`config.mk`:
```
export PLATFORM = sky130hd
export DESIGN_NAME = cpu16Top
export DESIGN_NICKNAME = d
export VERILOG_FILES = /design/src/logic/isaPkg.sv /design/src/logic/cpu16Top.sv /design/src/logic/branchUnit.sv /design/src/logic/executeStage.sv /design/src/logic/decodeStage.sv /design/src/logic/fetchStage.sv /design/src/logic/registerFile.sv
export VERILOG_INCLUDE_DIRS = /design/src /design/src/include
export SDC_FILE = /design/constraint.sdc
export NUM_CORES = 1
export LEC_CHECK = 0
export BUFFER_PORTS_ARGS = -buffer_cell sky130_fd_sc_hd__buf_2
export CAP_MARGIN = 20
export CORE_MARGIN = 4
export CORE_UTILIZATION = 50
export CTS_CLUSTER_SIZE = 30
export DETAILED_ROUTE_END_ITERATION = 16
export GPL_ROUTABILITY_DRIVEN = 0
export PLACE_DENSITY = 0.67
export SLEW_MARGIN = 15
export SYNTH_ARGS = -nofsm -noshare
export SYNTH_HDL_FRONTEND = slang
export SYNTH_SLANG_ARGS = --single-unit
```
`constraint.sdc`:
```
create_clock -name clk -period 6.2 [get_ports clk]
set_input_delay 0 -clock clk [delete_from_list [all_inputs] [get_ports clk]]
set_output_delay 0 -clock clk [all_outputs]
set_load 0.02 [all_outputs]
```
`src/include/cpu16_defines.svh`:
```
`ifndef CPU16_DEFINES_SVH
`define CPU16_DEFINES_SVH

// Datapath and address widths
`define CPU_WORD_W 16
`define CPU_PC_W 9
`define CPU_REG_SEL_W 3
`define CPU_NUM_REGS 8

// Major opcodes, instruction bits [15:13]
`define OPC_MOV 3'b110
`define OPC_ALU 3'b101
`define OPC_BRANCH 3'b001
`define OPC_HALT 3'b111

// MOV sub-codes in the op field
`define OP_MOV_IMM 2'b10
`define OP_MOV_REG 2'b00

// ALU operation, taken straight from the op field
`define ALU_ADD 2'b00
`define ALU_CMP 2'b01
`define ALU_AND 2'b10
`define ALU_MVN 2'b11

// Shifter control on the Rm operand
`define SH_NONE 2'b00
`define SH_LSL1 2'b01
`define SH_LSR1 2'b10
`define SH_ASR1 2'b11

// Branch conditions, held in the Rn field of a branch
`define COND_ALWAYS 3'd0
`define COND_EQ 3'd1
`define COND_NE 3'd2
`define COND_LT 3'd3
`define COND_LE 3'd4

`endif
```
`src/logic/isaPkg.sv`:
```
`include "cpu16_defines.svh"

package isaPkg;

    // Three-register layout used by MOV Rd,Rm and the ALU group
    typedef struct packed {
        logic [2:0]                  opcode;
        logic [1:0]                  op;
        logic [`CPU_REG_SEL_W-1:0]   rn;
        logic [`CPU_REG_SEL_W-1:0]   rd;
        logic [1:0]                  shift;
        logic [`CPU_REG_SEL_W-1:0]   rm;
    } regFormT;

    // Immediate layout for MOV Rn,#imm8 and branches (cond sits where Rn is)
    typedef struct packed {
        logic [2:0]                  opcode;
        logic [1:0]                  op;
        logic [`CPU_REG_SEL_W-1:0]   rnCond;
        logic [7:0]                  imm8;
    } immFormT;

    typedef union packed {
        regFormT regForm;
        immFormT immForm;
    } instrWordT;

endpackage

```
`src/logic/cpu16Top.sv`:
```
`timescale 1ns/1ps
`include "cpu16_defines.svh"

module cpu16Top import isaPkg::*; (
    input  logic                      clk,
    input  logic                      reset,
    input  logic [`CPU_WORD_W-1:0]    instr,
    output logic [`CPU_PC_W-1:0]      fetchAddr,
    output logic                      writeEn,
    output logic [`CPU_REG_SEL_W-1:0] writeReg,
    output logic [`CPU_WORD_W-1:0]    writeData,
    output logic                      zFlag,
    output logic                      nFlag,
    output logic                      vFlag,
    output logic                      halted
);

    instrWordT            idInstr;
    instrWordT            exInstr;
    logic [`CPU_PC_W-1:0] idPc;
    logic [`CPU_PC_W-1:0] exPc;
    logic [`CPU_PC_W-1:0] target;
    logic                 redirect;
    logic                 exRegWrite;
    logic                 exWriteImm;
    logic                 exAZero;
    logic                 exBImm;
    logic                 exLoadFlags;
    logic                 exIsBranch;

    fetchStage fetch_i (
        .clk(clk), .reset(reset), .instr(instr),
        .redirect(redirect), .target(target), .halted(halted),
        .fetchAddr(fetchAddr), .idInstr(idInstr), .idPc(idPc)
    );

    // halted already carries the EX halt bit
    decodeStage decode_i (
        .clk(clk), .reset(reset), .idInstr(idInstr), .idPc(idPc),
        .redirect(redirect), .exInstr(exInstr), .exPc(exPc),
        .exRegWrite(exRegWrite), .exWriteImm(exWriteImm),
        .exAZero(exAZero), .exBImm(exBImm), .exLoadFlags(exLoadFlags),
        .exIsBranch(exIsBranch), .exIsHalt(), .halted(halted)
    );

    executeStage execute_i (
        .clk(clk), .reset(reset), .exInstr(exInstr),
        .exRegWrite(exRegWrite), .exWriteImm(exWriteImm),
        .exAZero(exAZero), .exBImm(exBImm), .exLoadFlags(exLoadFlags),
        .writeEn(writeEn), .writeReg(writeReg), .writeData(writeData),
        .zFlag(zFlag), .nFlag(nFlag), .vFlag(vFlag)
    );

    // Branch resolves in EX against the committed flags
    branchUnit branch_i (
        .exInstr(exInstr), .exPc(exPc), .exIsBranch(exIsBranch),
        .zFlag(zFlag), .nFlag(nFlag), .vFlag(vFlag),
        .redirect(redirect), .target(target)
    );

endmodule

```
`src/logic/branchUnit.sv`:
```
`timescale 1ns/1ps
`include "cpu16_defines.svh"

module branchUnit import isaPkg::*; (
    input  instrWordT            exInstr,
    input  logic [`CPU_PC_W-1:0] exPc,
    input  logic                 exIsBranch,
    input  logic                 zFlag,
    input  logic                 nFlag,
    input  logic                 vFlag,
    output logic                 redirect,
    output logic [`CPU_PC_W-1:0] target
);

    logic                 condMet;
    logic                 lessThan;
    logic [`CPU_PC_W-1:0] offset;

    // Signed less-than after CMP
    assign lessThan = nFlag ^ vFlag;

    always_comb begin
        case (exInstr.immForm.rnCond)
            `COND_ALWAYS: condMet = 1'b1;
            `COND_EQ:     condMet = zFlag;
            `COND_NE:     condMet = !zFlag;
            `COND_LT:     condMet = lessThan;
            `COND_LE:     condMet = lessThan || zFlag;
            default:      condMet = 1'b0;
        endcase
    end

    assign redirect = exIsBranch && condMet;

    // Relative to the word after the branch, wraps at the PC width
    assign offset = {{(`CPU_PC_W-8){exInstr.immForm.imm8[7]}}, exInstr.immForm.imm8};
    assign target = exPc + 1'b1 + offset;

endmodule

```
`src/logic/executeStage.sv`:
```
`timescale 1ns/1ps
`include "cpu16_defines.svh"

module executeStage import isaPkg::*; (
    input  logic                      clk,
    input  logic                      reset,
    input  instrWordT                 exInstr,
    input  logic                      exRegWrite,
    input  logic                      exWriteImm,
    input  logic                      exAZero,
    input  logic                      exBImm,
    input  logic                      exLoadFlags,
    output logic                      writeEn,
    output logic [`CPU_REG_SEL_W-1:0] writeReg,
    output logic [`CPU_WORD_W-1:0]    writeData,
    output logic                      zFlag,
    output logic                      nFlag,
    output logic                      vFlag
);

    logic [`CPU_WORD_W-1:0] rnData;
    logic [`CPU_WORD_W-1:0] rmData;
    logic [`CPU_WORD_W-1:0] shifted;
    logic [`CPU_WORD_W-1:0] sxImm8;
    logic [`CPU_WORD_W-1:0] aOp;
    logic [`CPU_WORD_W-1:0] bOp;
    logic [`CPU_WORD_W-1:0] aluResult;
    logic                   aluOverflow;

    registerFile regs_i (
        .clk       (clk),
        .rnSel     (exInstr.regForm.rn),
        .rmSel     (exInstr.regForm.rm),
        .writeEn   (writeEn),
        .writeReg  (writeReg),
        .writeData (writeData),
        .rnData    (rnData),
        .rmData    (rmData)
    );

    // Shifter on Rm
    always_comb begin
        case (exInstr.regForm.shift)
            `SH_LSL1: shifted = {rmData[`CPU_WORD_W-2:0], 1'b0};
            `SH_LSR1: shifted = {1'b0, rmData[`CPU_WORD_W-1:1]};
            `SH_ASR1: shifted = {rmData[`CPU_WORD_W-1], rmData[`CPU_WORD_W-1:1]};
            default:  shifted = rmData;
        endcase
    end

    assign sxImm8 = {{(`CPU_WORD_W-8){exInstr.immForm.imm8[7]}}, exInstr.immForm.imm8};
    assign aOp    = exAZero ? '0 : rnData;
    assign bOp    = exBImm ? sxImm8 : shifted;

    // ALU, V only meaningful for add and subtract
    always_comb begin
        aluOverflow = 1'b0;
        case (exInstr.regForm.op)
            `ALU_ADD: begin
                aluResult   = aOp + bOp;
                aluOverflow = (aOp[`CPU_WORD_W-1] == bOp[`CPU_WORD_W-1])
                            && (aluResult[`CPU_WORD_W-1] != aOp[`CPU_WORD_W-1]);
            end
            `ALU_CMP: begin
                aluResult   = aOp - bOp;
                aluOverflow = (aOp[`CPU_WORD_W-1] != bOp[`CPU_WORD_W-1])
                            && (aluResult[`CPU_WORD_W-1] != aOp[`CPU_WORD_W-1]);
            end
            `ALU_AND: aluResult = aOp & bOp;
            default:  aluResult = ~bOp;
        endcase
    end

    // Writeback
    assign writeEn   = exRegWrite;
    assign writeReg  = exWriteImm ? exInstr.immForm.rnCond : exInstr.regForm.rd;
    assign writeData = exWriteImm ? bOp : aluResult;

    // Status register, only CMP updates it
    always_ff @(posedge clk) begin
        if (reset) begin
            zFlag <= 1'b0;
            nFlag <= 1'b0;
            vFlag <= 1'b0;
        end else if (exLoadFlags) begin
            zFlag <= (aluResult == '0);
            nFlag <= aluResult[`CPU_WORD_W-1];
            vFlag <= aluOverflow;
        end
    end

endmodule

```
`src/logic/decodeStage.sv`:
```
`timescale 1ns/1ps
`include "cpu16_defines.svh"

module decodeStage import isaPkg::*; (
    input  logic                 clk,
    input  logic                 reset,
    input  instrWordT            idInstr,
    input  logic [`CPU_PC_W-1:0] idPc,
    input  logic                 redirect,
    output instrWordT            exInstr,
    output logic [`CPU_PC_W-1:0] exPc,
    output logic                 exRegWrite,
    output logic                 exWriteImm,
    output logic                 exAZero,
    output logic                 exBImm,
    output logic                 exLoadFlags,
    output logic                 exIsBranch,
    output logic                 exIsHalt,
    output logic                 halted
);

    logic regWrite;
    logic writeImm;
    logic aZero;
    logic bImm;
    logic loadFlags;
    logic isBranch;
    logic isHalt;

    // Control table
    always_comb begin
        regWrite  = 1'b0;
        writeImm  = 1'b0;
        aZero     = 1'b0;
        bImm      = 1'b0;
        loadFlags = 1'b0;
        isBranch  = 1'b0;
        isHalt    = 1'b0;
        case (idInstr.regForm.opcode)
            `OPC_MOV: begin
                if (idInstr.regForm.op == `OP_MOV_IMM) begin
                    // Immediate goes in as B and straight to Rn
                    regWrite = 1'b1;
                    writeImm = 1'b1;
                    bImm     = 1'b1;
                end else if (idInstr.regForm.op == `OP_MOV_REG) begin
                    // 0 + shifted Rm through the adder
                    regWrite = 1'b1;
                    aZero    = 1'b1;
                end
            end
            `OPC_ALU: begin
                if (idInstr.regForm.op == `ALU_CMP) begin
                    loadFlags = 1'b1;
                end else begin
                    regWrite = 1'b1;
                end
            end
            `OPC_BRANCH: begin
                isBranch = 1'b1;
            end
            `OPC_HALT: begin
                isHalt = 1'b1;
            end
            default: begin
                // Unknown encodings and bubbles do nothing
                regWrite = 1'b0;
            end
        endcase
    end

    // ID/EX control bits, freeze once a HALT reaches EX
    always_ff @(posedge clk) begin
        if (reset || redirect) begin
            exRegWrite  <= 1'b0;
            exWriteImm  <= 1'b0;
            exAZero     <= 1'b0;
            exBImm      <= 1'b0;
            exLoadFlags <= 1'b0;
            exIsBranch  <= 1'b0;
            exIsHalt    <= 1'b0;
        end else if (!exIsHalt) begin
            exRegWrite  <= regWrite;
            exWriteImm  <= writeImm;
            exAZero     <= aZero;
            exBImm      <= bImm;
            exLoadFlags <= loadFlags;
            exIsBranch  <= isBranch;
            exIsHalt    <= isHalt;
        end
    end

    // ID/EX payload
    always_ff @(posedge clk) begin
        if (!exIsHalt) begin
            exInstr <= idInstr;
            exPc    <= idPc;
        end
    end

    assign halted = exIsHalt;

endmodule

```
`src/logic/fetchStage.sv`:
```
`timescale 1ns/1ps
`include "cpu16_defines.svh"

module fetchStage (
    input  logic                   clk,
    input  logic                   reset,
    input  logic [`CPU_WORD_W-1:0] instr,
    input  logic                   redirect,
    input  logic [`CPU_PC_W-1:0]   target,
    input  logic                   halted,
    output logic [`CPU_PC_W-1:0]   fetchAddr,
    output logic [`CPU_WORD_W-1:0] idInstr,
    output logic [`CPU_PC_W-1:0]   idPc
);

    logic [`CPU_PC_W-1:0] pc;

    assign fetchAddr = pc;

    // Program counter
    always_ff @(posedge clk) begin
        if (reset) begin
            pc <= '0;
        end else if (redirect) begin
            pc <= target;
        end else if (!halted) begin
            pc <= pc + 1'b1;
        end
    end

    // IF/ID, a zero word decodes as a bubble
    always_ff @(posedge clk) begin
        if (reset || redirect) begin
            idInstr <= '0;
        end else if (!halted) begin
            idInstr <= instr;
        end
    end

    // PC travels with its word, only meaningful for branches
    always_ff @(posedge clk) begin
        if (!halted) begin
            idPc <= pc;
        end
    end

endmodule

```
`src/logic/registerFile.sv`:
```
`timescale 1ns/1ps
`include "cpu16_defines.svh"

module registerFile (
    input  logic                      clk,
    input  logic [`CPU_REG_SEL_W-1:0] rnSel,
    input  logic [`CPU_REG_SEL_W-1:0] rmSel,
    input  logic                      writeEn,
    input  logic [`CPU_REG_SEL_W-1:0] writeReg,
    input  logic [`CPU_WORD_W-1:0]    writeData,
    output logic [`CPU_WORD_W-1:0]    rnData,
    output logic [`CPU_WORD_W-1:0]    rmData
);

    logic [`CPU_WORD_W-1:0] regs [`CPU_NUM_REGS];

    always_ff @(posedge clk) begin
        if (writeEn) begin
            regs[writeReg] <= writeData;
        end
    end

    // Reads are combinational, a write shows up next cycle
    assign rnData = regs[rnSel];
    assign rmData = regs[rmSel];

endmodule

```
==> results of run 1 <==
==> logic make-up (layout without fill, tap and decap cells) <==
family,Yosys count,count (layout),synth area share [%]
and+or+nand+nor,243,243,9.966
xor gates and xnor gates,33,33,2.497
DFF,199,199,48.16
muxes,134,134,17.35
AOI/OAI and AO/OA,209,209,12.49
adders and majority gates,46,46,5.167
buffers and inverters,97,181,4.367
==> stage by stage <==
| step | utilization [%] | worst slack, ns |
|---|---|---|
| 2_1_floorplan | - | 0.9934 |
| 3_3_place_gp | 53.32 | 0.5268 |
| 3_5_place_dp | 53.36 | 0.7653 |
| 4_1_cts | 56.81 | 0.3395 |
| 5_1_grt | 56.88 | 0.05907 |
| 6_report | 56.88 | 0.5453 |
==> worst max path at each step <==
stage,endpoint,slack (ns),cells after the start
3_5_place_dp,execute_i.regs_i.regs[1][14],0.77,18
5_1_grt,writeData[11],0.06,19
2_1_floorplan,execute_i.regs_i.regs[0][15],0.99,18
3_3_place_gp,execute_i.regs_i.regs[5][15],0.53,18
4_1_cts,writeData[14],0.34,19
6_report,writeData[11],0.55,19
==> repair_timing <==
action                                  in CTS  in global routing
hold endpoints to repair                    27                  0
endpoints found under the setup margin       0                  0
gates resized for setup                      0                  0
hold buffers                                17                  0
==> final cells by class <==
| type | instances | area, um^2 |
|---|---|---|
| fill | 1872 | 9793 |
| sequential | 199 | 5578 |
| multi-input combinational | 665 | 5500 |
| timing repair buffer | 104 | 698.2 |
| clock buffer | 18 | 439.2 |
| tap | 285 | 356.6 |
| clock inverter | 14 | 175.2 |
| inverter | 45 | 168.9 |
==> registers in the layout, summed over array words and instances (netlist names), named ones only <==
name / count
decode_i.exIsBranch: 1
decode_i.exIsHalt: 1
decode_i.exRegWrite: 1
decode_i.exBImm: 1
fetch_i.idPc: 9
decode_i.exPc: 9
decode_i.exAZero: 1
decode_i.exLoadFlags: 1
execute_i.regs_i.regs: 128
execute_i.vFlag: 1
fetch_i.idInstr: 16
decode_i.exInstr: 13
fetch_i.fetchAddr: 9
execute_i.zFlag: 1
execute_i.nFlag: 1
==> worst reg2reg max path, delay by kind of cell, from the launching register on <==
family                     cells  cell delay, ns
AOI/OAI and AO/OA              7            1.28
adders and majority gates      1            0.45
buffers and inverters          1            0.32
and+or+nand+nor                6            0.88
muxes                          3            1.27
DFF                            1            0.77
==> metal layers <==
| metal | global-route usage (%) | share of wire, % |
|---|---|---|
| met1 | 32.58 | 45 |
| met2 | 36.72 | 47 |
| met3 | 3.174 | 6.4 |
| met4 | 6.218 | 2.3 |
| met5 | 0 | 0 |
==> Yosys cell counts (11+ instances only) <==
library cell / count
dfxtp_1: 40
a211oi_1: 20
clkbuf_1: 26
ha_1: 43
mux4_2: 39
a21o_1: 11
nor2b_1: 18
nor2_1: 95
o21ai_0: 39
edfxtp_1: 159
a21oi_1: 34
xnor2_1: 20
nand2b_1: 11
nand2_1: 60
a31oi_1: 14
mux2i_1: 60
xor2_1: 13
inv_1: 43
mux2_2: 26
nand3_1: 11
o22ai_1: 12
==> power by group through the flow <==
stage / registers (mW) / clock network, mW / logic (mW)
after global routing: 1.63 / 1.20 / 1.16
after CTS: 1.63 / 1.15 / 1.04
after detailed placement: 1.66 / 0 / 1.03
after global placement: 1.66 / 0 / 1.02
after floorplan: 1.63 / 0 / 0.729
final: 1.62 / 1.13 / 1.07
==> results.txt, run 1 <==
----------------------------------------------------
[Outcome]
  Outcome ... completed

[Detailed routing]
  Final WL ... 29.59 mm
  Routed Antenna Nets ... 0
  Via total after detailed routing ... a little over 8000
  DRT iter0 DRCs ... 911
  Wire per inst ... 22.24 um
  Detailed-routing iteration count for the pre-antenna-repair pass ... 5
  Routed via count divided by cell count ... 6.212
  DRC violations left ... 0

[Synthesis]
  Biggest area contributors in the synthesized netlist ... edfxtp_1 (41%), mux4_2 (7.6%), dfxtp_1 (6.9%), mux2i_1 (5.2%), ha_1 (4.6%)
  Post-Synthesis Net Count ... 1025
  Count of different cell masters after synthesis ... 85
  Most area-hungry cell type in the Yosys netlist ... edfxtp_1
  Most used flip-flop cell after synthesis ... edfxtp_1
  Count of synthesis-stage warnings from yosys ... 0
  Fraction of registers with async set or reset after synthesis ... 0%
  Gate count of the mapped netlist ... about 960
  Area share of the largest cell type after synthesis ... 41.25%
  Number of enable flip-flop cells after synthesis ... 159
  Number of synthesized register bits ... 199
  Total standard cell area after synthesis ... about 12000 um^2
  Sequential share of the synthesized area ... 48.16%
  Syn_area_per_cell ... 12.05 um^2

[Global route]
  Combined global-route utilization of all metal layers ... 22.76%
  Global-route wire length before repair ... 45.57 mm
  Global route overflow ... 0
  Largest net degree at the start of global routing ... 44
  Antenna violations before repair ... 0
  Number of global-route vias before repair ... 7909

[Clock network]
  Maximum buffer depth of the clock tree ... 2
  Clock buffer count from CTS ... 17
  Root buf cell ... clkbuf_16
  CTS tree ... built
  Worst-path clk slew ... 0.08 ns
  Number of setup buffers added after CTS ... 0
  CTS Sinks ... 199
  Clock H-tree levels ... 4
  Clock latency at the later pin of the worst-skew pair ... 0.45 ns

[Pwr]
  Switch Pwr ... 1.282 mW
  Peak supply drop ... 191.6 uV
  Internal power of the cells ... 2.542 mW
  Combinational share of power ... 27.9%
  Total power divided by cell area ... 296.0 nW/um^2
  Power share of the clock group ... 29.6%
  Post-route total power ... 3.823 mW
  Leakage dissipation ... between 4 and 5 nW
  Switching Share ... 33.53%
  Share of total power in sequential cells ... 42.5%

[Setup path]
  FF-to-FF End ... execute_i.regs_i.regs[5][11]
  Maximum cell stage delay along the critical path ... 0.77 ns
  Slowest-stage cell, CP ... dfxtp_1
  Type of element launching the critical path ... flip-flop
  Cell family with the largest share of critical-path delay ... compound AO/OA/AOI/OAI gates
  CP Capture Type ... output port
  Worst path cell trace ... buf_4, mux4_2, mux2i_1, nand2_1, o21ai_1, nand2_1, nand2_1, o21ai_0, ha_1, a21oi_1, nand2b_1, a21boi_0, nand3b_1, a211o_1, o21ai_0, mux2_2, o21ai_0, nand2_1, buf_2
  Worst EP required ... around 6.2 ns
  Worst path most repeated cell ... nand2_1
  Logic depth of the worst register-to-register path ... 18
  Highest net fanout along the worst path ... 14
  Data arrival time of the critical path ... 5.65 ns
  Number of buffers and inverters on the critical path ... 2
  Type of the worst setup path ... flip-flop to output port
  Setup slack, reg-to-reg ... 0.90 ns

[STA]
  Setup TNS ... 0 ns
  Max-slew violations ... 0
  Final critical path time including I/O delays and setup ... 5.655 ns
  Worst slew margin relative to its limit ... 40.39%
  Worst hold slack after final layout ... 0.3338 ns
  F_max ... 176.8 MHz
  Transition at the pin with the smallest max-transition slack ... 0.8900 ns
  Clock skew after layout ... 0.02169 ns
  Final count of hold timing violations ... 0
  RSZ-0062 raised after global routing ... no
  Final clock period utilization by the worst path ... 91.21%
  Setup-violating endpoint count in the final report ... 0

[Placed design]
  HPWL after detailed placement ... 20.65 mm
  Post-placement cell area ... 12120 um^2
  Port Buf Inserts ... 50
  Number of instances in the placed design ... 1279

[Finish]
  Area Overhead vs Synth ... 11.58%
  Finished Cell Area ... 12920 um^2
  Most frequent cells in the layout ... edfxtp_1 (159), nor2_1 (93), mux2i_1 (60), nand2_1 (60), buf_2 (50)
  Number of antenna diodes ... 0
  Most common cell after layout, fill and taps aside ... edfxtp_1
  Final cell count without fillers ... 1330
  Final-stage net count ... roughly 1100
  Share of cells above drive strength 1 ... 19.90%

[Floorplan]
  Horizontal die dimension ... 160.2 um
  Row count ... 55
  Die outline area ... roughly 26000 um^2
  I/O pin cnt ... about 50
  Initial standard-cell utilization of the core ... slightly above 50%
  Area of the core ... 22710 um^2
  Die Y-Extent ... 160.2 um

[Hold path]
  Worst Hold Launch ... instr[7]
  Worst hold path stage count ... 4
  End of the worst hold path ... fetch_i.idInstr[7]
  Class of the worst hold path ... input port to flip-flop

[Job]
  Max-cap violation count ... 0

----------------------------------------------------
Power figures use the tool's default switching activity.
==> run 2, diff against run 1 <==
- BUFFER_PORTS_ARGS: -buffer_cell sky130_fd_sc_hd__buf_2 -> -buffer_cell sky130_fd_sc_hd__clkbuf_2
- SYNTH_HIERARCHICAL: unset -> 1
==> results.txt, run 2 <==
----------------------------------------------------
[Clock network]
  Clock latency at the later pin of the worst-skew pair ... 0.44 ns (about the same)
  Clock buffer count from CTS ... 17 (unchanged)
  Maximum buffer depth of the clock tree ... 2 (unchanged)
  Worst-path clk slew ... 0.08 ns (about the same)
  CTS Sinks ... 193 (-3.0%)
  Clock H-tree levels ... 4 (unchanged)
  CTS tree ... built
  Root buf cell ... clkbuf_16

[Hold path]
  Class of the worst hold path ... input port to flip-flop

[STA]
  Clock skew after layout ... 0.02437 ns (+0.002682 ns)
  Final count of hold timing violations ... 0 (unchanged)
  Max-slew violations ... 0 (unchanged)
  Final clock period utilization by the worst path ... 92.61% (+1.4 points)
  F_max ... 174.2 MHz (-1.5%)
  Worst slew margin relative to its limit ... 36.89% (-3.5 points)
  Transition at the pin with the smallest max-transition slack ... 0.9467 ns (+0.05663 ns)
  RSZ-0062 raised after global routing ... no
  Final critical path time including I/O delays and setup ... 5.742 ns (+0.08695 ns)
  Setup-violating endpoint count in the final report ... 0 (unchanged)
  Worst hold slack after final layout ... 0.02854 ns (-0.3053 ns)
  Setup TNS ... 0 ns (unchanged)

[Pwr]
  Post-route total power ... 3.791 mW (-0.85%)
  Leakage dissipation ... 4.797 nW (-1.1%)
  Total power divided by cell area ... 290.1 nW/um^2 (-2.0%)
  Peak supply drop ... 238.3 uV (+24%)

[Setup path]
  Worst EP required ... 6.20 ns (about the same)
  Worst path cell trace ... buf_12, mux4_1, mux2_2, mux2_2, nand2_1, a21oi_1, a21oi_1, inv_1, ha_1, or3b_2, a31oi_1, a311oi_1, a2111oi_2, o22ai_1, mux2_1, and4bb_1, mux2_2, clkbuf_2
  Highest net fanout along the worst path ... 30 (+16)
  CP Capture Type ... output port
  Number of buffers and inverters on the critical path ... 3 (+1)
  Type of element launching the critical path ... flip-flop
  Slowest-stage cell, CP ... mux4_1
  Data arrival time of the critical path ... 5.74 ns (+0.09 ns)
  Worst path most repeated cell ... mux2_2
  Cell family with the largest share of critical-path delay ... multiplexers
  Type of the worst setup path ... flip-flop to output port
  Maximum cell stage delay along the critical path ... 0.60 ns (-0.17 ns)

[Synthesis]
  Gate count of the mapped netlist ... 939 (-2.3%)
  Count of synthesis-stage warnings from yosys ... 6 (+6)
  Post-Synthesis Net Count ... 1001 (-2.3%)
  Syn_area_per_cell ... 12.57 um^2 (+4.3%)
  Total standard cell area after synthesis ... 11800 um^2 (+1.9%)

[Global route]
  Global-route wire length before repair ... 44.15 mm (-3.1%)
  Combined global-route utilization of all metal layers ... 21.74% (-1.0 points)
  Antenna violations before repair ... 0 (unchanged)
  Number of global-route vias before repair ... 7780 (-1.6%)
  Global route overflow ... 0 (unchanged)
  Largest net degree at the start of global routing ... 45 (+2.3%)

[Detailed routing]
  Via total after detailed routing ... 8045 (-2.6%)
  DRT iter0 DRCs ... 715 (-22%)
  Detailed-routing iteration count for the pre-antenna-repair pass ... 5 (unchanged)
  Wire per inst ... 21.47 um (-3.5%)
  Routed Antenna Nets ... 0 (unchanged)
  Final WL ... 28.24 mm (-4.5%)
  DRC violations left ... 0 (unchanged)
  Routed via count divided by cell count ... 6.118 (-1.5%)

[Floorplan]
  Die Y-Extent ... 161.6 um (+0.91%)
  Horizontal die dimension ... 161.6 um (+0.91%)
  I/O pin cnt ... 51 (unchanged)
  Area of the core ... 22920 um^2 (+0.91%)
  Initial standard-cell utilization of the core ... 51.49% (+0.51 points)
  Die outline area ... 26120 um^2 (+1.8%)
  Row count ... 55 (unchanged)

[Finish]
  Sequential Area ... 5458 um^2 (-2.2%)
  Register bank with the most flops ... execute_i/regs_i/regs
  Area Overhead vs Synth ... 10.76%
  Area used by multi-input combinational logic ... 5807 um^2 (+5.6%)
  Max reg flops ... 128 (unchanged)
  Filler cell count in the final layout ... 1877 (+0.27%)
  Final-stage net count ... 1050 (-4.2%)
  Most common cell after layout, fill and taps aside ... edfxtp_1
  Largest registers ranked by flip-flop count ... execute_i/regs_i/regs: 128 flops, fetch_i/idInstr: 16 flops, decode_i/exInstr: 13 flops
  Finished Cell Area ... 13070 um^2 (+1.2%)
  Final cell count without fillers ... 1315 (-1.1%)
  Most frequent cells in the layout ... edfxtp_1 (159), nor2_1 (70), mux4_1 (56)
  Share of cells above drive strength 1 ... 19.08% (-0.82 points)

[Placed design]
  HPWL after detailed placement ... 19.20 mm (-7.0%)
  Number of instances in the placed design ... 1263 (-1.3%)
  Post-placement cell area ... 12290 um^2 (+1.4%)
  Port Buf Inserts ... 50 (unchanged)

[Outcome]
  Outcome ... completed

[Job]
  Max-cap violation count ... 0 (unchanged)

----------------------------------------------------
==> run 2: power by group <==
group	switching (mW)	internal, mW
Combinational	0.715	0.438
Clock	0.519	0.535
Sequential	0.0363	1.55
Total	1.27	2.52
==> run 2: timing repair <==
action                                  CTS  global route
setup buffers                             0             2
hold buffers                             16             0
endpoints found under the setup margin    0             1
hold endpoints to repair                 16             0
gates resized for setup                   0             1
==> run 2: final timing paths <==
check	startpoint	end	slack, ns	cells past startpoint
worst min register to register	fetch_i/idPc[1]	decode_i/exPc[1]	0.42	0
worst max-delay path	decode_i/exInstr[0]	writeData[15]	0.46	18
worst min-delay path	reset	fetch_i/fetchAddr[0]	0.03	2
worst max register to register	decode_i/exInstr[8]	execute_i/regs_i/regs[7][15]	0.91	13
==> run 2: layout make-up <==
class,instances,area share (%)
antenna,1,0.01915
clock buffer,18,3.284
clock inverter,14,1.101
inverter,51,1.465
multi-input combinational,632,44.43
sequential,193,41.76
tap,313,2.997
timing repair buffer,93,4.940
==> run 2: through the flow <==
stage | utilization (%) | worst slack [ns]
after floorplan | - | 1.360
after global placement | 53.61 | 0.9598
after detailed placement | 53.61 | 0.7620
after CTS | 56.81 | 0.2628
after global routing | 57.02 | 0.1094
final | 57.03 | 0.4583
==> run 2: routing by layer <==
metal  vias to the layer above  global-route usage (%)  share of wire, %
met5                         -                       0                 0
met4                         0                   5.844               2.0
met3                        28                   3.725               5.5
met2                       242                   35.04                48
met1                      4024                   30.83                45
li1                       3751                       -                 -
